**src/spi_pkg.sv**
```systemverilog
`default_nettype none

package spi_pkg;

   // ==============================
   // Lane FSM
   // ==============================

   // One SPI lane either waits, shifts, or holds its received word
   typedef enum logic [1:0]
   {
      LANE_IDLE  = 2'b00,  // Ready for a command
      LANE_SHIFT = 2'b01,  // Select high, bits moving
      LANE_HOLD  = 2'b10   // Result waits for the collector
   } lane_state_e;

   // ==============================
   // Default sizing
   // ==============================

   // Number of independent SPI lanes
   localparam int DEF_NUM_LANES = 4;

   // System clocks per serial half period
   localparam int DEF_CLK_DIV = 4;

   // Word width, shifted MSB first
   localparam int DEF_XFER_WIDTH = 8;

endpackage

`default_nettype wire
```
**src/spi_lane.sv**
```systemverilog
`timescale 1ns/10ps
`default_nettype none

module spi_lane
   import spi_pkg::*;
#(
   parameter int CLK_DIV    = DEF_CLK_DIV,
   parameter int XFER_WIDTH = DEF_XFER_WIDTH
)
(
   input  wire                    clk_i,
   input  wire                    rst_i,

   // Command side
   input  wire                    start_i,
   input  wire  [XFER_WIDTH-1:0]  data_i,
   output logic                   idle_o,

   // Result side
   output logic                   res_valid_o,
   input  wire                    res_ready_i,
   output logic [XFER_WIDTH-1:0]  res_data_o,

   // SPI pins
   output logic                   spi_clk_o,
   output logic                   spi_ss_o,
   output logic                   spi_mosi_o,
   input  wire                    spi_miso_i
);

   localparam int DIV_W = (CLK_DIV > 1) ? $clog2(CLK_DIV) : 1;
   localparam int BIT_W = $clog2(XFER_WIDTH + 1);

   lane_state_e           state_q;
   logic [DIV_W-1:0]      div_cnt_q;
   logic                  div_clk_q;       // Internal serial clock
   logic                  div_clk_prev_q;
   logic [BIT_W-1:0]      bit_cnt_q;       // Falling edges seen so far
   logic [XFER_WIDTH-1:0] shift_q;
   logic                  div_rise;
   logic                  div_fall;

   // ==============================
   // Clock divider
   // ==============================

   // Runs only while shifting, parked low otherwise
   always_ff @(posedge clk_i or posedge rst_i)
   begin
      if (rst_i)
      begin
         div_cnt_q <= '0;
         div_clk_q <= 1'b0;
      end
      else if (state_q == LANE_SHIFT)
      begin
         if (div_cnt_q == DIV_W'(CLK_DIV - 1))
         begin
            div_cnt_q <= '0;
            div_clk_q <= ~div_clk_q;
         end
         else
            div_cnt_q <= div_cnt_q + 1'b1;
      end
      else
      begin
         div_cnt_q <= '0;
         div_clk_q <= 1'b0;
      end
   end

   always_ff @(posedge clk_i or posedge rst_i)
   begin
      if (rst_i)
         div_clk_prev_q <= 1'b0;
      else
         div_clk_prev_q <= div_clk_q;
   end

   assign div_rise = ~div_clk_prev_q & div_clk_q;
   assign div_fall = div_clk_prev_q & ~div_clk_q;

   // ==============================
   // Lane FSM and shifter
   // ==============================

   always_ff @(posedge clk_i or posedge rst_i)
   begin
      if (rst_i)
      begin
         state_q   <= LANE_IDLE;
         bit_cnt_q <= '0;
         shift_q   <= '0;   // Keeps MOSI low out of reset
         spi_clk_o <= 1'b0;
         spi_ss_o  <= 1'b0;
      end
      else
      begin
         case (state_q)
            LANE_IDLE:
            begin
               if (start_i)
               begin
                  shift_q   <= data_i;
                  bit_cnt_q <= '0;
                  spi_ss_o  <= 1'b1;
                  state_q   <= LANE_SHIFT;
               end
            end
            LANE_SHIFT:
            begin
               if (div_rise)
                  spi_clk_o <= 1'b1;
               else if (div_fall)
               begin
                  // Sample MISO and move the next bit onto MOSI
                  spi_clk_o <= 1'b0;
                  shift_q   <= {shift_q[XFER_WIDTH-2:0], spi_miso_i};
                  bit_cnt_q <= bit_cnt_q + 1'b1;
                  if (bit_cnt_q == BIT_W'(XFER_WIDTH - 1))
                  begin
                     spi_ss_o <= 1'b0;
                     state_q  <= LANE_HOLD;
                  end
               end
            end
            LANE_HOLD:
            begin
               if (res_ready_i)
                  state_q <= LANE_IDLE;
            end
            default: state_q <= LANE_IDLE;
         endcase
      end
   end

   assign spi_mosi_o  = shift_q[XFER_WIDTH-1];
   assign idle_o      = (state_q == LANE_IDLE);
   assign res_valid_o = (state_q == LANE_HOLD);
   assign res_data_o  = shift_q;   // Received word

   // ==============================
   // Checks
   // ==============================

   a_ss_in_shift: assert property (
      @(posedge clk_i) disable iff (rst_i)
      spi_ss_o == (state_q == LANE_SHIFT)
   )
   else
      $error("select out of step with lane state %s", state_q.name());

   // Result stays put until the collector takes it
   a_res_hold: assert property (
      @(posedge clk_i) disable iff (rst_i)
      (res_valid_o && !res_ready_i) |=> (res_valid_o && $stable(res_data_o))
   )
   else
      $error("lane result dropped without handshake");

endmodule

`default_nettype wire

```
**config.mk**
```make
export PLATFORM = sky130hd
export DESIGN_NAME = spi_lane
export DESIGN_NICKNAME = d
export VERILOG_FILES = /design/src/spi_pkg.sv /design/src/spi_lane.sv
export SDC_FILE = /design/constraint.sdc
export NUM_CORES = 1
export LEC_CHECK = 0
export BUFFER_PORTS_ARGS = -buffer_cell sky130_fd_sc_hd__buf_2
export CORE_MARGIN = 2
export CORE_UTILIZATION = 45
export CTS_CLUSTER_DIAMETER = 40
export DETAILED_ROUTE_END_ITERATION = 6
export PLACE_DENSITY_LB_ADDON = 0.3
export SLEW_MARGIN = 15
export SYNTH_ARGS = -nofsm -noshare
export SYNTH_HDL_FRONTEND = slang
export SYNTH_SLANG_ARGS = --single-unit
```
**constraint.sdc**
```tcl
create_clock -name clk_i -period 1.9 [get_ports clk_i]
set_clock_uncertainty 0.15 [all_clocks]
set_input_delay 0.19 -clock clk_i [delete_from_list [all_inputs] [get_ports clk_i]]
set_output_delay 0.19 -clock clk_i [all_outputs]
set_load 0.005 [all_outputs]
```
# == Yosys cells after proc, flatten, opt, wreduce, memory -nomap -nowiden ==
# Index checks and enable logic that the tools add are counted.
# totals
reg_bits,20
latch_bits,0
mem_bits_rw,0
mem_bits_ro,0
input_bits,13
mem_count,0
# op_classes
n_addsub,2
mul,0
div_mod_pow,0
order_cmp,0
eq_ne,10
shifts,0
muxes,25
bitwise_logic,4
reduce_logical,7
# op_table
op,n
two-way mux 8 bit,3
one-hot mux 8 bit (2 select lines),1
two-way mux 2 bit,7
two-way mux 4 bit,3
AND reduction 5 bit,2
two-way mux 1 bit,8
one-hot mux 4 bit (2 select lines),1
"inequality test 2 x 1 -> 1 bit, second input constant",3
"inequality test 2 bit, second input constant",3
one-hot mux 2 bit (3 select lines),1
"adder 4 x 1 -> 4 bit, second input constant",1
"== test 2 bit, second input constant",2
"== test 4 x 3 -> 1 bit, second input constant",1
AND reduction 4 bit,1
nonzero test 2 bit,2
"adder 2 x 1 -> 2 bit, second input constant",1
AND 1 bit,2
"== test 2 x 1 -> 1 bit, second input constant",1
logical NOT 2 bit,1
inverter 1 bit,2
one-hot mux 1 bit (2 select lines),1
AND reduction 2 bit,1

# == Logic depth before layout (Yosys ltp) ==
# depth
ltp_word,5
depth_mapped,6
depth_no_buf,5

# == Least setup slack after synthesis ==
# No wires, ideal clock.
# synth_path
kind,register to register
start,register div_clk_q
end,register bit_cnt_q[3]
setup_time_ns,0.077
arrival_ns,1.335
required_ns,1.673
slack_ns,0.337
stages_incl_launch_ff,5
n_path_buf,0
period_less_slack_ns,1.563
cell_sequence,dfrtp_1 ha_1 nand4bb_4 or3_1 a21oi_1
# synth_between
elab_cells_between_ends,6
classes_between,eq/ne (2); bitwise (3); reduce/logical (1)
# synth_rtl
element,line,rtl
"start, declared",spi_lane.sv:36,logic div_clk_q;
"start signal, assigned",spi_lane.sv:60,div_clk_q <= ~div_clk_q;
AND 1 bit,spi_lane.sv:80,assign div_rise = ~div_clk_prev_q & div_clk_q;
via div_rise,spi_lane.sv:40,logic div_rise;
inequality test 2 bit (no source line),n/a,
AND reduction 4 bit (no source line),n/a,
"end signal, assigned",spi_lane.sv:119,bit_cnt_q <= bit_cnt_q + 1'b1;
"end, declared",spi_lane.sv:38,logic [BIT_W-1:0] bit_cnt_q;
# The timed path passes the listed nets, and every way through them passes these cells.
# A chain may end at the register's enable or synchronous reset.

# == Worst setup path in the final report ==
# Same ends and word-level chain as after synthesis.

==> flow_summary_export.csv <==
group,metric,value,unit
status,status,"completed",
global_routing,grt_usage,19.4,%
placement,routabilityCongestion,0.787,
power,comb_power_share,43.1,%
critical_path,cp-start-kind,"flip-flop",
placement,dp_cells,148,
placement,dp.final_hpwl,1.42,mm
yosys,yosysSeqAreaShare,51.4,%
finish,layout_commonest_cell,"buf_2",
routing,viasPerCell,5.12,
floorplanning,row_count,16,
power,powerDensity,1370,mW/mm²
yosys,synth_top_area_share,51.4,%
placement,portBuffers,25,
floorplanning,initial_core_util,48.6,%
finish,syn2layout_area_growth,30.6,%
yosys,yosys_warnings,0,
finish,final_cells,163,
clocking,clk_pin_slew,120,ps
finish,layout-drive-gt1-share,27.2,%
clocking,cts_root_buffer,"clkbuf_4",
power,ir_worst_vdd,0.769,mV
clocking,cts_resized,0,
sta,whs,248,ps
yosys,synth_fp_nets,115,
global_routing,grt-ovfl-total,0,
placement,placed_area,0.00112,mm²
critical_path,arrival,1770,ps
yosys,synth-seq-cells,20,
clocking,tritoncts,"yes",
yosys,synth_area_leaders,"dfrtp_1 51%, nand2_1 8.5%, a31oi_1 5.1%, ha_1 5.1%, nor3_1 4.6%",
finish,final_cell_mix,"25 x buf_2, 22 x nand2_1, 20 x dfrtp_1",
global_routing,grt_max_degree,21,
clocking,cts.sinks,20,
sta,hold_viol_final,0,
power,finalPower,1.75,mW
sta,timing.final.crit_share,88.9,%
floorplanning,dieHeight,50.5,µm
critical_path,path_max_fanout,6,
power,p_sw,0.635,mW
routing,avgRoutedWirePerCell,12.6,µm
yosys,syn_area,973,µm²
sta,fin_crit,1690,ps
min_path,worstHoldPathType,"in -> reg",
yosys,ys_types,27,
global_routing,antenna_found_initial,0,
floorplanning,core_area,0.00200,mm²
clocking,clk_path_buf_depth,2,
floorplanning,dieArea,0.00255,mm²
critical_path,end_kind,"flip-flop",
global_routing,grt_pass1_wl,3.59,mm
power,internal-power,1.11,mW
sta,setup_violations,0,
sta,slew-limit-headroom,51.3,%
global_routing,grt_pass1_vias,772,
routing,drt-total-wl,2.05,mm
run,drv_cap,0,
finish,nNetsFinal,154,
sta,slew_viol_final,0,
yosys,synth_area_leader_cell,"dfrtp_1",
finish,fill_cells,167,
power,p_leak,0.614,nW
power,power_frac_seq,42.8,%
floorplanning,pin_count,26,
routing,drtIter0Drc,12,
finish,design_area,0.00127,mm²
clocking,cts_setup_buffers,0,
finish,antenna_cells,0,
sta,fin_tns_setup,0,ps
yosys,syn_avg_cell_area,9.93,µm²
routing,ant_nets,0,
sta,rsz0062_at_grt,"no",
critical_path,worstSetupPathType,"reg -> reg",
clocking,cts_hold_buf,11,
clocking,worstSkewPairLatency,300,ps
power,switching_share,36.4,%
routing,dr_total_vias,835,
floorplanning,die_width,50.5,µm
critical_path,required,1980,ps
clocking,cts_max_level,1,
sta,max_freq,0.592,GHz
yosys,syn_inst,98,
routing,drcViolationCount,0,
clocking,cts_made_buffers,3,
power,p_clk_share,14.0,%
routing,drtPass1Iterations,4,
sta,worst_pin_slew,730,ps
-- final cells by class --
type	instances	area, µm²	area share [%]
Sequential cell	20	500	39.4
Multi-Input combinational cell	70	432	34.0
Timing Repair Buffer	39	258	20.3
Clock buffer	4	36.3	2.85
Tap cell	27	33.8	2.66
Inverter	3	11.3	0.886
-- cell usage after synthesis --
master,number
buf_4,2
nor2_1,3
nand2_1,22
ha_1,4
mux2i_1,1
buf_2,3
or3b_1,1
nand4bb_4,1
o21a_1,1
a31oi_1,8
or2_2,1
a21oi_1,2
nor3b_1,1
xnor2_1,1
inv_1,3
or3_1,1
mux2_2,1
o21ai_0,2
nor3_1,9
nor2b_1,1
and2b_1,1
dfrtp_1,20
nand2b_1,1
nand3_1,4
and4bb_2,2
and2_1,1
or2b_1,1
-- state kept, by name (all words and copies together) (netlist names) --
signal	cells
spi_ss_o	1
spi_clk_o	1
res_data_o	8
div_clk_q	1
state_q	2
bit_cnt_q	4
div_clk_prev_q	1
div_cnt_q	2
-- cells by family (layout without fill, tap and decap cells) --
family | after synthesis | in the layout | synth area share (%)
xor+xnor | 1 | 1 | 0.900
fa+ha+maj | 4 | 4 | 5.14
compound gates | 13 | 13 | 7.97
simple gates | 50 | 50 | 28.2
mux | 2 | 2 | 2.19
buf+inv | 8 | 46 | 4.24
flops | 20 | 20 | 51.4
-- power groups by stage --
stage | combinational [mW] | sequential (mW) | clock (mW)
after floorplan | 0.532 | 0.743 | 0
final | 0.753 | 0.747 | 0.245
after CTS | 0.765 | 0.751 | 0.255
after global routing | 0.860 | 0.778 | 0.283
after detailed placement | 0.746 | 0.761 | 0
after global placement | 0.724 | 0.749 | 0
-- per-layer routing --
metal | vias to the layer above | global-route usage, % | wire, µm
li1 | 411 | - | -
met1 | 404 | 24.3 | 863
met2 | 18 | 33.1 | 1090
met3 | 2 | 3.87 | 79
met4 | 0 | 6.76 | 13
met5 | - | 0 | 0
-- metrics by stage --
step	setup WS (ps)	utilization, %
final	212	63.5
after global routing	131	63.5
after CTS	203	63.5
after detailed placement	237	56.2
after global placement	310	56.2
after floorplan	337	-
-- critical path, cell delays in order, from the launching register on --
cell and delay, ps:
dfrtp_1 440, ha_1 250, nand4bb_4 260, or3_1 360, a21oi_1 160
-- final timing paths --
path	endpoint	cells past startpoint	start	slack, ps
max in group asynchronous	res_data_o[7]	3	rst_i	750
min reg2reg	div_cnt_q[0]	1	div_cnt_q[0]	310
max reg2reg	bit_cnt_q[3]	4	div_clk_q	210
min	bit_cnt_q[0]	4	start_i	250
max	bit_cnt_q[3]	4	div_clk_q	210
min in group asynchronous	div_cnt_q[0]	3	rst_i	390
Power figures use the tool's default switching activity.
